===== config.mk =====
export PLATFORM = sky130hd
export DESIGN_NAME = fetch_top
export DESIGN_NICKNAME = d
export VERILOG_FILES = /design/src/source/fetch_pkg.sv /design/src/source/fetch_req_if.sv /design/src/source/branch_predictor.sv /design/src/source/pc_stage.sv /design/src/source/fetch_stage.sv /design/src/source/fetch_top.sv
export SDC_FILE = /design/constraint.sdc
export NUM_CORES = 1
export LEC_CHECK = 0
export BUFFER_PORTS_ARGS = -buffer_cell sky130_fd_sc_hd__buf_2
export CAP_MARGIN = 30
export CORE_UTILIZATION = 40
export CTS_BUF_LIST = sky130_fd_sc_hd__clkbuf_8
export DETAILED_ROUTE_END_ITERATION = 7
export GPL_TIMING_DRIVEN = 0
export PLACE_DENSITY = 0.6
export RECOVER_POWER = 100
export SLEW_MARGIN = 10
export SYNTH_ARGS = -nofsm -noshare
export SYNTH_HDL_FRONTEND = slang
export SYNTH_HIERARCHICAL = 1
export SYNTH_SLANG_ARGS = --single-unit

===== constraint.sdc =====
create_clock -name clk -period 4.3 [get_ports clk]
set_clock_uncertainty 0.15 [all_clocks]
set_input_delay 0.215 -clock clk [delete_from_list [all_inputs] [get_ports clk]]
set_output_delay 0.215 -clock clk [all_outputs]
set_load 0.02 [all_outputs]

===== src/source/fetch_pkg.sv =====
package fetch_pkg;

  // machine word, also the fetch address width
  localparam int XLEN = 32;

  typedef logic [XLEN-1:0] addr_t;   // instruction address
  typedef logic [XLEN-1:0] inst_t;   // raw instruction word

  // 2-bit saturating direction counter
  // 00 strong nt, 01 weak nt, 10 weak t, 11 strong t
  typedef logic [1:0] ctr_t;

  localparam ctr_t CTR_RESET = 2'b01;  // weakly not taken

  // instruction trap flags, one bit per cause
  typedef logic [1:0] trap_t;

  localparam int TRAP_MISALIGNED   = 0;  // pc not word aligned
  localparam int TRAP_ACCESS_FAULT = 1;  // slave answered pslverr

  // byte step between two sequential instructions
  localparam addr_t INST_BYTES = 32'd4;

endpackage


===== src/source/fetch_req_if.sv =====
`timescale 1ns/100ps

// one fetch request, pc stage -> fetch stage
// moves on a clock edge with valid and ready both high
interface fetch_req_if;

  import fetch_pkg::*;

  logic  valid;        // request present
  logic  ready;        // fetch stage can take it
  addr_t pc;           // address to fetch
  logic  pred_taken;   // predictor answer for pc
  addr_t pred_target;  // predicted next pc when taken

  // request source, holds fields until accepted or redirected
  modport pc_side (
    output valid,
    output pc,
    output pred_taken,
    output pred_target,
    input  ready
  );

  // request sink
  modport fetch_side (
    input  valid,
    input  pc,
    input  pred_taken,
    input  pred_target,
    output ready
  );

endinterface


===== src/source/branch_predictor.sv =====
`timescale 1ns/100ps

module branch_predictor #(
  parameter int BTB_ENTRIES = 16  // power of two
) (
  input  logic             clk,
  input  logic             arst_n_i,
  // lookup, combinational
  input  fetch_pkg::addr_t lookup_pc_i,
  output logic             pred_taken_o,
  output fetch_pkg::addr_t pred_target_o,
  // training from execute
  input  logic             upd_valid_i,
  input  fetch_pkg::addr_t upd_pc_i,
  input  logic             upd_taken_i,
  input  fetch_pkg::addr_t upd_target_i
);

  import fetch_pkg::*;

  localparam int IDX_W = $clog2(BTB_ENTRIES);
  localparam int TAG_W = XLEN - 2 - IDX_W;  // bits above the index

  typedef logic [IDX_W-1:0] idx_t;
  typedef logic [TAG_W-1:0] tag_t;

  // direct mapped btb plus one counter per set
  logic  btb_valid_q  [BTB_ENTRIES];
  tag_t  btb_tag_q    [BTB_ENTRIES];
  addr_t btb_target_q [BTB_ENTRIES];
  ctr_t  ctr_q        [BTB_ENTRIES];

  idx_t lk_idx;
  tag_t lk_tag;
  logic lk_hit;
  idx_t up_idx;
  tag_t up_tag;

  // one saturating step toward the resolved direction
  function automatic ctr_t ctr_step(input ctr_t cur, input logic taken);
    ctr_t nxt;
    nxt = cur;
    if (taken && (cur != 2'b11)) begin
      nxt = cur + 2'd1;
    end else if (!taken && (cur != 2'b00)) begin
      nxt = cur - 2'd1;
    end
    return nxt;
  endfunction

  // word aligned pc, so index starts at bit 2
  assign lk_idx = lookup_pc_i[2 +: IDX_W];
  assign lk_tag = lookup_pc_i[XLEN-1 -: TAG_W];
  assign up_idx = upd_pc_i[2 +: IDX_W];
  assign up_tag = upd_pc_i[XLEN-1 -: TAG_W];

  assign lk_hit        = btb_valid_q[lk_idx] && (btb_tag_q[lk_idx] == lk_tag);
  assign pred_taken_o  = lk_hit && ctr_q[lk_idx][1];  // msb of counter = taken
  assign pred_target_o = btb_target_q[lk_idx];         // only meaningful on taken

  // valid bits and counters, cleared by reset
  always_ff @(posedge clk or negedge arst_n_i) begin
    if (!arst_n_i) begin
      for (int i = 0; i < BTB_ENTRIES; i++) begin
        btb_valid_q[i] <= 1'b0;
        ctr_q[i]       <= CTR_RESET;
      end
    end else if (upd_valid_i) begin
      ctr_q[up_idx] <= ctr_step(ctr_q[up_idx], upd_taken_i);
      if (upd_taken_i) begin
        btb_valid_q[up_idx] <= 1'b1;  // allocate on taken only
      end
    end
  end

  // tag and target storage
  always_ff @(posedge clk) begin
    if (upd_valid_i && upd_taken_i) begin
      btb_tag_q[up_idx]    <= up_tag;
      btb_target_q[up_idx] <= upd_target_i;  // overwrite any alias
    end
  end

endmodule


===== src/source/pc_stage.sv =====
`timescale 1ns/100ps

module pc_stage #(
  parameter int               BTB_ENTRIES = 16,
  parameter fetch_pkg::addr_t RESET_PC    = '0
) (
  input  logic             clk,
  input  logic             arst_n_i,
  fetch_req_if.pc_side     req,
  // redirect from execute
  input  logic             redirect_valid_i,
  input  fetch_pkg::addr_t redirect_pc_i,
  // predictor training
  input  logic             upd_valid_i,
  input  fetch_pkg::addr_t upd_pc_i,
  input  logic             upd_taken_i,
  input  fetch_pkg::addr_t upd_target_i
);

  import fetch_pkg::*;

  addr_t pc_q;
  addr_t pc_next;
  logic  valid_q;
  logic  xfer;        // request taken this edge
  logic  bp_taken;
  addr_t bp_target;

  // prediction frozen while a request waits for ready
  logic  lock_q;
  logic  lock_taken_q;
  addr_t lock_target_q;

  branch_predictor #(
    .BTB_ENTRIES (BTB_ENTRIES)
  ) u_bp (
    .clk           (clk),
    .arst_n_i      (arst_n_i),
    .lookup_pc_i   (pc_q),
    .pred_taken_o  (bp_taken),
    .pred_target_o (bp_target),
    .upd_valid_i   (upd_valid_i),
    .upd_pc_i      (upd_pc_i),
    .upd_taken_i   (upd_taken_i),
    .upd_target_i  (upd_target_i)
  );

  assign req.valid       = valid_q;
  assign req.pc          = pc_q;
  assign req.pred_taken  = lock_q ? lock_taken_q : bp_taken;  // live lookup first cycle
  assign req.pred_target = lock_q ? lock_target_q : bp_target;

  assign xfer = req.valid & req.ready;

  // redirect > advance > hold
  always_comb begin
    pc_next = pc_q;
    if (redirect_valid_i) begin
      pc_next = redirect_pc_i;
    end else if (xfer) begin
      pc_next = req.pred_taken ? req.pred_target : pc_q + INST_BYTES;
    end
  end

  always_ff @(posedge clk or negedge arst_n_i) begin
    if (!arst_n_i) begin
      pc_q    <= RESET_PC;
      valid_q <= 1'b0;
      lock_q  <= 1'b0;
    end else begin
      pc_q    <= pc_next;
      valid_q <= 1'b1;  // always requesting once out of reset
      lock_q  <= valid_q & ~xfer & ~redirect_valid_i;  // stalled, keep answer
    end
  end

  // snapshot of the lookup for a stalled request
  always_ff @(posedge clk) begin
    if (!lock_q) begin
      lock_taken_q  <= bp_taken;
      lock_target_q <= bp_target;
    end
  end

endmodule


===== src/source/fetch_stage.sv =====
`timescale 1ns/100ps

module fetch_stage (
  input  logic             clk,
  input  logic             arst_n_i,
  fetch_req_if.fetch_side  req,
  input  logic             redirect_valid_i,
  // read-only apb master
  output fetch_pkg::addr_t paddr_o,
  output logic             psel_o,
  output logic             penable_o,
  input  fetch_pkg::inst_t prdata_i,
  input  logic             pready_i,
  input  logic             pslverr_i,
  // if/id register towards decode
  output logic             inst_valid_o,
  output fetch_pkg::addr_t inst_addr_o,
  output fetch_pkg::inst_t inst_data_o,
  output fetch_pkg::trap_t trap_o,
  output logic             pred_taken_o,
  input  logic             dec_ready_i
);

  import fetch_pkg::*;

  typedef enum logic [1:0] {
    IDLE,
    SETUP,
    ACCESS
  } apb_state_e;

  apb_state_e state_q;
  apb_state_e state_d;

  addr_t paddr_q;  // pc of the item on the bus
  logic  taken_q;  // prediction that travels with it
  logic  drop_q;   // bus item is from a flushed path

  // if/id output register
  logic  out_valid_q;
  addr_t out_addr_q;
  inst_t out_data_q;
  trap_t out_trap_q;
  logic  out_taken_q;

  logic  accept;
  logic  misaligned;
  logic  apb_done;
  logic  load_mis;   // misaligned item straight to output
  logic  load_apb;   // completed read into output
  trap_t mis_trap;
  trap_t apb_trap;

  // at most one on the bus and one in the output register
  assign req.ready  = (state_q == IDLE) & (~out_valid_q | dec_ready_i) & ~redirect_valid_i;
  assign accept     = req.valid & req.ready;
  assign misaligned = |req.pc[1:0];
  assign apb_done   = (state_q == ACCESS) & pready_i;
  assign load_mis   = accept & misaligned;
  assign load_apb   = apb_done & ~drop_q & ~redirect_valid_i;

  always_comb begin
    mis_trap                    = '0;
    mis_trap[TRAP_MISALIGNED]   = misaligned;
    apb_trap                    = '0;
    apb_trap[TRAP_ACCESS_FAULT] = pslverr_i;
  end

  always_comb begin
    state_d = state_q;
    case (state_q)
      IDLE: begin
        if (accept && !misaligned) begin
          state_d = SETUP;
        end
      end
      SETUP: begin
        state_d = ACCESS;  // setup is always one cycle
      end
      ACCESS: begin
        if (pready_i) begin
          state_d = IDLE;
        end
      end
      default: begin
        state_d = IDLE;
      end
    endcase
  end

  always_ff @(posedge clk or negedge arst_n_i) begin
    if (!arst_n_i) begin
      state_q <= IDLE;
      drop_q  <= 1'b0;
    end else begin
      state_q <= state_d;
      if (state_d == IDLE) begin
        drop_q <= 1'b0;
      end else if (redirect_valid_i) begin
        drop_q <= 1'b1;  // transfer runs to its end and its data is dropped
      end
    end
  end

  always_ff @(posedge clk) begin
    if (accept) begin
      paddr_q <= req.pc;
      taken_q <= req.pred_taken;
    end
  end

  assign paddr_o   = paddr_q;
  assign psel_o    = (state_q != IDLE);
  assign penable_o = (state_q == ACCESS);

  always_ff @(posedge clk or negedge arst_n_i) begin
    if (!arst_n_i) begin
      out_valid_q <= 1'b0;
    end else if (redirect_valid_i) begin
      out_valid_q <= 1'b0;  // flush wrong path
    end else if (load_mis || load_apb) begin
      out_valid_q <= 1'b1;
    end else if (dec_ready_i) begin
      out_valid_q <= 1'b0;  // drained by decode
    end
  end

  always_ff @(posedge clk) begin
    if (load_mis) begin
      out_addr_q  <= req.pc;
      out_data_q  <= '0;
      out_trap_q  <= mis_trap;
      out_taken_q <= req.pred_taken;
    end else if (load_apb) begin
      out_addr_q  <= paddr_q;
      out_data_q  <= pslverr_i ? '0 : prdata_i;  // no data on error
      out_trap_q  <= apb_trap;
      out_taken_q <= taken_q;
    end
  end

  assign inst_valid_o = out_valid_q;
  assign inst_addr_o  = out_addr_q;
  assign inst_data_o  = out_data_q;
  assign trap_o       = out_trap_q;
  assign pred_taken_o = out_taken_q;

endmodule


===== src/source/fetch_top.sv =====
`timescale 1ns/100ps

module fetch_top #(
  parameter int               BTB_ENTRIES = 16,  // power of two
  parameter fetch_pkg::addr_t RESET_PC    = '0
) (
  input  logic             clk,
  input  logic             arst_n_i,
  // instruction memory, apb
  output fetch_pkg::addr_t paddr_o,
  output logic             psel_o,
  output logic             penable_o,
  input  fetch_pkg::inst_t prdata_i,
  input  logic             pready_i,
  input  logic             pslverr_i,
  // predictor training from execute
  input  logic             upd_valid_i,
  input  fetch_pkg::addr_t upd_pc_i,
  input  logic             upd_taken_i,
  input  fetch_pkg::addr_t upd_target_i,
  // path change from execute
  input  logic             redirect_valid_i,
  input  fetch_pkg::addr_t redirect_pc_i,
  // to decode
  output logic             inst_valid_o,
  output fetch_pkg::addr_t inst_addr_o,
  output fetch_pkg::inst_t inst_data_o,
  output fetch_pkg::trap_t trap_o,
  output logic             pred_taken_o,
  input  logic             dec_ready_i
);

  fetch_req_if req_if ();  // pc stage -> fetch stage

  pc_stage #(
    .BTB_ENTRIES (BTB_ENTRIES),
    .RESET_PC    (RESET_PC)
  ) u_pc (
    .clk              (clk),
    .arst_n_i         (arst_n_i),
    .req              (req_if.pc_side),
    .redirect_valid_i (redirect_valid_i),
    .redirect_pc_i    (redirect_pc_i),
    .upd_valid_i      (upd_valid_i),
    .upd_pc_i         (upd_pc_i),
    .upd_taken_i      (upd_taken_i),
    .upd_target_i     (upd_target_i)
  );

  fetch_stage u_fetch (
    .clk              (clk),
    .arst_n_i         (arst_n_i),
    .req              (req_if.fetch_side),
    .redirect_valid_i (redirect_valid_i),  // flushes output and bus data
    .paddr_o          (paddr_o),
    .psel_o           (psel_o),
    .penable_o        (penable_o),
    .prdata_i         (prdata_i),
    .pready_i         (pready_i),
    .pslverr_i        (pslverr_i),
    .inst_valid_o     (inst_valid_o),
    .inst_addr_o      (inst_addr_o),
    .inst_data_o      (inst_data_o),
    .trap_o           (trap_o),
    .pred_taken_o     (pred_taken_o),
    .dec_ready_i      (dec_ready_i)
  );

endmodule


# Word level (Yosys, flattened, before mapping)
# Memory sizes are Yosys's and may differ from the RTL's.
# Index checks and enable logic that the tools add are counted.
# word_totals
regBits	219
ram_bits	928
memories	2
elab_cells	135
inputBits	136
output_inout_bits	102
# mem_list
name	depth	word_bits	rd	rd_clocked_by_memory_dff	wr	line_no	rtl
u_pc.u_bp.btb_target_q	16	32	1	0	1	branch_predictor.sv:30	addr_t btb_target_q [BTB_ENTRIES];
u_pc.u_bp.btb_tag_q	16	26	1	0	1	branch_predictor.sv:29	tag_t btb_tag_q [BTB_ENTRIES];
# op_classes
muxes	39
eq_ne	4
n_addsub	3
n_bitwise	17
magnitude_cmp	3
reduce_logical	20
# op_table
op	count
32-bit 2-to-1 mux	7
32-bit by 3-bit adder with 32-bit output, second input constant	1
32-bit bitwise mux	1
26-bit == test	1
2-bit 2-to-1 mux	10
2-bit binary-select mux with 4-bit select	2
16-bit OR	1
1-bit 2-to-1 mux	15
5-bit >= comparator, second input constant	2
4-bit inverter with 5-bit output	2
2-bit nonzero test	5
1-bit bitwise AND	9
2-bit demux with 4-bit select	1
1-bit logical AND	7
2-bit case mux with 3 select lines	1
5-bit by 1-bit < comparator with 1-bit output, second input constant	1
1-bit binary-select mux with 4-bit select	1
1-bit demux with 4-bit select	1
2-bit zero test	2
1-bit inverter	4
3-bit nonzero test	1
2-bit by 1-bit adder with 2-bit output, second input constant	1
2-bit by 1-bit == test with 1-bit output, second input constant	1
2-bit == test, second input constant	1
7 further kinds	8

# Logic depth before layout (Yosys ltp)
# logic_depth
word_depth	10
depth_mapped	20
ltp_nobuf	13

# Hierarchy
# Netlist, hierarchy kept.
# by_module_without_submodules
mod	cells_per_inst	seq_area_each_um2	area_per_inst_um2	n_inst
branch_predictor	1709	29087.9	38117.8	1
fetch_stage	286	2772.7	4096.4	1
pc_stage	394	1511.4	3580.9	1

# Worst setup path before layout
# No wires, ideal clock.
# synth_timing
path_type	flip-flop to flip-flop
from	reg u_pc.pc_q[2] (netlist: u_pc/req.pc[2])
to	reg u_pc.pc_q[29] (netlist: u_pc/req.pc[29])
path_buffers	5
setup_ns	0.124
required_time_ns	4.026
slack_ns	0.435
path_stages_with_launch	17
arrival_ns	3.591
synth_period_minus_slack_ns	3.865
path_cell_list	dfrtp_1 > buf_4 > buf_6 > buf_2 > mux4_2 > mux2i_1 > nor2_1 > nor2_1 > nand4_1 > a2111oi_2 > and4b_1 > mux2i_1 > inv_1 > buf_2 > buf_1 > nor3_1 > a211o_1
# synth_via
elab_chain_cells	10
word_cells_on_any_way	18
classes_between	add/sub: 1; eq/ne: 1; mux: 11; bitwise: 1; reduce/logical: 2; memory: 2
# synth_rtl
item	line_no	rtl
start: declaration	pc_stage.sv:22	addr_t pc_q;
start signal: assignment	pc_stage.sv:71	pc_q <= pc_next;
parallel branches: the longest is 5 deep, another holds memory read 16 x 26 bit	n/a	
1-bit logical AND (*)	branch_predictor.sv:58	assign pred_taken_o = lk_hit && ctr_q[lk_idx][1];
named net u_pc.bp_taken	pc_stage.sv:26	logic bp_taken;
1-bit 2-to-1 mux (*)	pc_stage.sv:50	assign req.pred_taken = lock_q ? lock_taken_q : bp_taken;
32-bit 2-to-1 mux (*)	pc_stage.sv:61	pc_next = req.pred_taken ? req.pred_target : pc_q + INST_BYTES;
32-bit 2-to-1 mux (*)	pc_stage.sv:60	end else if (xfer) begin
32-bit 2-to-1 mux (*)	pc_stage.sv:58	if (redirect_valid_i) begin
# Mark *: on every way through the listed nets, which the timed path passes. The select of a mux whose other input is x is not followed.
# A chain may end at the register's enable or synchronous reset.

# Final worst setup path
# layout_timing
from	reg u_pc.pc_q[4] (netlist: u_pc/req.pc[4])
to	reg u_pc.pc_q[16] (netlist: u_pc/req.pc[16])
# layout_via
elab_chain_cells	10
word_cells_on_any_way	18
classes_between	add/sub: 1; eq/ne: 1; mux: 11; bitwise: 1; reduce/logical: 2; memory: 2
# layout_rtl
item	line_no	rtl
parallel branches: the longest is 5 deep, another holds memory read 16 x 26 bit	n/a	
1-bit logical AND (*)	branch_predictor.sv:58	
named net u_pc.bp_taken	pc_stage.sv:26	
1-bit 2-to-1 mux (*)	pc_stage.sv:50	
named net req_if.pred_taken	fetch_req_if.sv:12	logic pred_taken;
32-bit 2-to-1 mux (*)	pc_stage.sv:61	
32-bit 2-to-1 mux (*)	pc_stage.sv:60	
32-bit 2-to-1 mux (*)	pc_stage.sv:58	
# Marked as above.

==> flow_summary.ini <==
[timing]
fmax_mhz = 233
fin_crit_ns = 4.29
finalMaxSlewViolations = 88
hold_ws_ns = 0.0778
worstMarginPinSlew_ns = 2.82
finalCritPeriodShare_pct = 99.7
finalSetupViolCount = 0
max-slew-margin-rel_pct = -88.2
setup_ws_ns = 0.0126
finalHoldViolCount = 0

[global_route]
grt_pass1_wl_um = 197000
grt_pass1_vias = 27800
grt.total_usage_pct = 23.8
grt_max_degree = 59
overflow = 0
antenna_found_initial = 13

[placed_design]
dpl_worst_slack_ns = -2.12
dp.cells = 4151
post-dp-hpwl_um = 89300
port_buffers = 232
place_congestion = 0.931

[synth]
synth_cells = 2389
synthArstFlopShare_pct = 7.50
yosysWarnings = 6
ys.flop_type = edfxtp_1
yosysUniqueCellTypes = 89
synth_seq_cells = 1147
netlist_area_um2 = 45800
synth-edff-count = 995
ys_seq_area_share_pct = 72.9
yosysTopAreaCell = edfxtp_1
avgSynthCellArea_um2 = 19.2
synthesis.nets = 2528
ys_top_cells_by_area = edfxtp_1, mux4_2, dfrtp_1, dfxtp_1, mux2_2
post-synth-top-area-fraction_pct = 65.2

[die]
die_area_um2 = 116000
coreArea_um2 = 113000
fp.dieW_um = 340
rows = 123
die_h_um = 340
pin_count = 238
start_util_pct = 40.5

[layout]
drive_above_1_share_pct = 31.8
fin_util_pct = 49.2
areaGrowthSynthToFinish_pct = 21.4
nFillCells = 9316
nNetsFinal = 3194
layout.cells.non_filler = 4706

[cts]
cts_num_sinks = 1147
clock_latency_ns = 0.87
cts-htree-levels = 4
clock_path_buffers = 3
cts_buffers = 187
cts_tree = done
clkTransAtPathRegs_ns = 0.07
clockRootBuffer = clkbuf_8

[power_and_ir_drop]
worst_ir_drop_vdd_v = 0.000262
powerDensity_nw_per_um2 = 454
leakagePower_nw = 18.8

[setup_path]
cp_slowest_cell = or4_4
cpPeakStageDelay_ns = 0.56
path_buf_inv = 5
cp-startpoint = u_pc/req.pc[4]
criticalPathCategory = reg2reg
cp-start-kind = register
worst_ep_required_time_ns = 4.94
crit_family = simple AND/OR/NAND/NOR gates
rr_startpoint = u_pc/req.pc[4]
path_max_fanout = 12
end_kind = register
path_cells = clkbuf_8, clkbuf_4, mux4_2, mux2i_2, xnor2_1, or4_4, a2111oi_2, and4b_2, mux2i_2, inv_2, buf_6, buf_6, nand3_1, a32oi_1
cp.arrival_ns = 4.92

[route]
viasPerCell = 5.74
dr.pass1.iters = 6
drc = 0
vias = 27000
postRouteAntennaNets = 0
drt_iter0_markers = 3049
avgRoutedWirePerCell_um = 29.3
drt_wl_total_um = 138000

[outcome]
status = complete, but fails checks
failed_checks = capacitance limit, slew limit

[flow_run]
cap_violations = 2

[worst_hold_path]
min_from = redirect_pc_i[19]
min_path_type = in2reg
[final cells by class]
cell class / instances / area, um^2 / share of cell area, %
diodes: 3 / 7.51 / 0.0135
plain buffers: 135 / 1100 / 1.98
clock buffers: 194 / 2670 / 4.80
clock inverters: 143 / 759 / 1.37
inverters: 27 / 110 / 0.198
multi-input cells: 1080 / 11900 / 21.4
flip-flops and latches: 1147 / 33400 / 60.0
well taps: 1500 / 1880 / 3.38
repair buffers: 477 / 3810 / 6.85
[kinds of logic after synthesis]
kind of cell             after synthesis  share of synthesized area [%]
flip-flops                          1147                           72.9
multiplexers                         417                           16.4
AND/OR/NAND/NOR                      348                           4.32
AO/OA/AOI/OAI                        283                           3.97
buffers and inverters                162                           1.78
XOR/XNOR                              28                          0.536
adder cells (fa/ha/maj)                3                         0.0820
other                                  1                        0.00819
[stage by stage]
stage	total power, W	TNS, ns	cell area [um^2]
3_5_place_dp	0.0164	-89.41	49500
2_1_floorplan	0.0151	0	45800
5_1_grt	0.0261	-0.0837	55600
4_1_cts	0.0253	0	55400
6_report	0.0252	0	55600
3_3_place_gp	0.0163	-1093.85	48800
[path summary, 6_finish.rpt]
| kind | end | slack (ns) | cells past startpoint |
|---|---|---|---|
| min in group asynchronous | u_pc/req.pc[4] | 0.95 | 4 |
| max in group asynchronous | u_pc/u_bp/ctr_q[5] | 0.78 | 4 |
| setup reg to reg | u_pc/req.pc[16] | 0.01 | 14 |
| hold reg to reg | u_fetch/inst_data_o[24] | 0.32 | 2 |
| hold / removal | u_pc/req.pc[19] | 0.08 | 4 |
| setup / recovery | u_pc/req.pc[16] | 0.01 | 14 |
[power breakdown]
part / switching (W) / internal, W / total, W / leakage, nW
clock: 0.00432 / 0.00439 / 0.00871 / 2.03
sequential: 0.000400 / 0.0126 / 0.0130 / 10.5
combinational: 0.00191 / 0.00156 / 0.00346 / 6.22
total: 0.00663 / 0.0186 / 0.0252 / 18.8
[placed cells by master (no fill, tap or decap), drive strengths merged, types with 16 or more instances in the layout]
master / netlist / layout
clkbuf: 58 / 315
dfstp: 16 / 16
mux4: 257 / 257
a21oi: 75 / 75
nand3: 32 / 32
mux2i: 57 / 57
nor2: 63 / 63
mux2: 103 / 103
o22ai: 23 / 23
a311oi: 16 / 16
nor3: 30 / 30
buf: 77 / 289
o21ai: 74 / 74
nand4b: 33 / 33
dfrtp: 70 / 70
edfxtp: 995 / 995
nand2: 71 / 71
dlygate4sd3: 0 / 196
and2: 30 / 30
clkinv: 2 / 49
dfxtp: 66 / 66
inv: 25 / 113
or2: 19 / 19
[flip-flops by register name, summed over array words and instances, names as in the netlist]
| name | count |
|---|---|
| u_fetch/inst_data_o | 32 |
| u_pc/lock_target_q | 32 |
| u_fetch/paddr_o | 32 |
| u_pc/u_bp/btb_valid_q | 16 |
| u_fetch/inst_valid_o | 1 |
| u_fetch/taken_q | 1 |
| u_pc/req.valid | 1 |
| u_pc/u_bp/ctr_q | 32 |
| u_fetch/drop_q | 1 |
| u_pc/lock_q | 1 |
| u_pc/lock_taken_q | 1 |
| u_fetch/pred_taken_o | 1 |
| u_fetch/trap_o | 2 |
| u_fetch/state_q | 2 |
| u_pc/u_bp/btb_tag_q | 416 |
| u_fetch/inst_addr_o | 32 |
| u_pc/req.pc | 32 |
| u_pc/u_bp/btb_target_q | 512 |
[routing by layer]
metal / share of wire [%] / global-route usage [%]
met5: 0.050 / 0
met4: 2.3 / 6.62
met3: 8.7 / 5.22
met2: 46 / 36.6
met1: 43 / 34.2
[worst register-to-register path, delay by kind of cell, from the launching register on]
family                 cells  cell delay [ns]
AND/OR/NAND/NOR            3             1.10
multiplexers               3             0.79
XOR/XNOR                   1             0.11
flip-flops                 1             0.47
AO/OA/AOI/OAI              2             0.57
buffers and inverters      5             1.02
[what timing repair did]
| item | CTS | global route |
|---|---|---|
| hold endpoints to repair | 1170 | 0 |
| cloned | 0 | 1 |
| gates resized for setup | 148 | 59 |
| hold buffers | 197 | 0 |
| pin swaps | 4 | 9 |
| endpoints found under the setup margin | 67 | 33 |
| buffers inserted | 3 | 14 |
[cell usage after synthesis (all sizes together) (8+ instances only)]
cell type and n:
a211oi 9, a21oi 75, a22oi 15, a311oi 16, and2 30, buf 77
clkbuf 58, dfrtp 70, dfstp 16, dfxtp 66, edfxtp 995, inv 25
mux2 103, mux2i 57, mux4 257, nand2 71, nand2b 12, nand3 32
nand4 14, nand4b 33, nor2 63, nor3 30, nor4 8, o211ai 8
o21ai 74, o22ai 23, or2 19, xnor2 14, xor2 14
No activity file was read; power rests on OpenSTA's default activity.
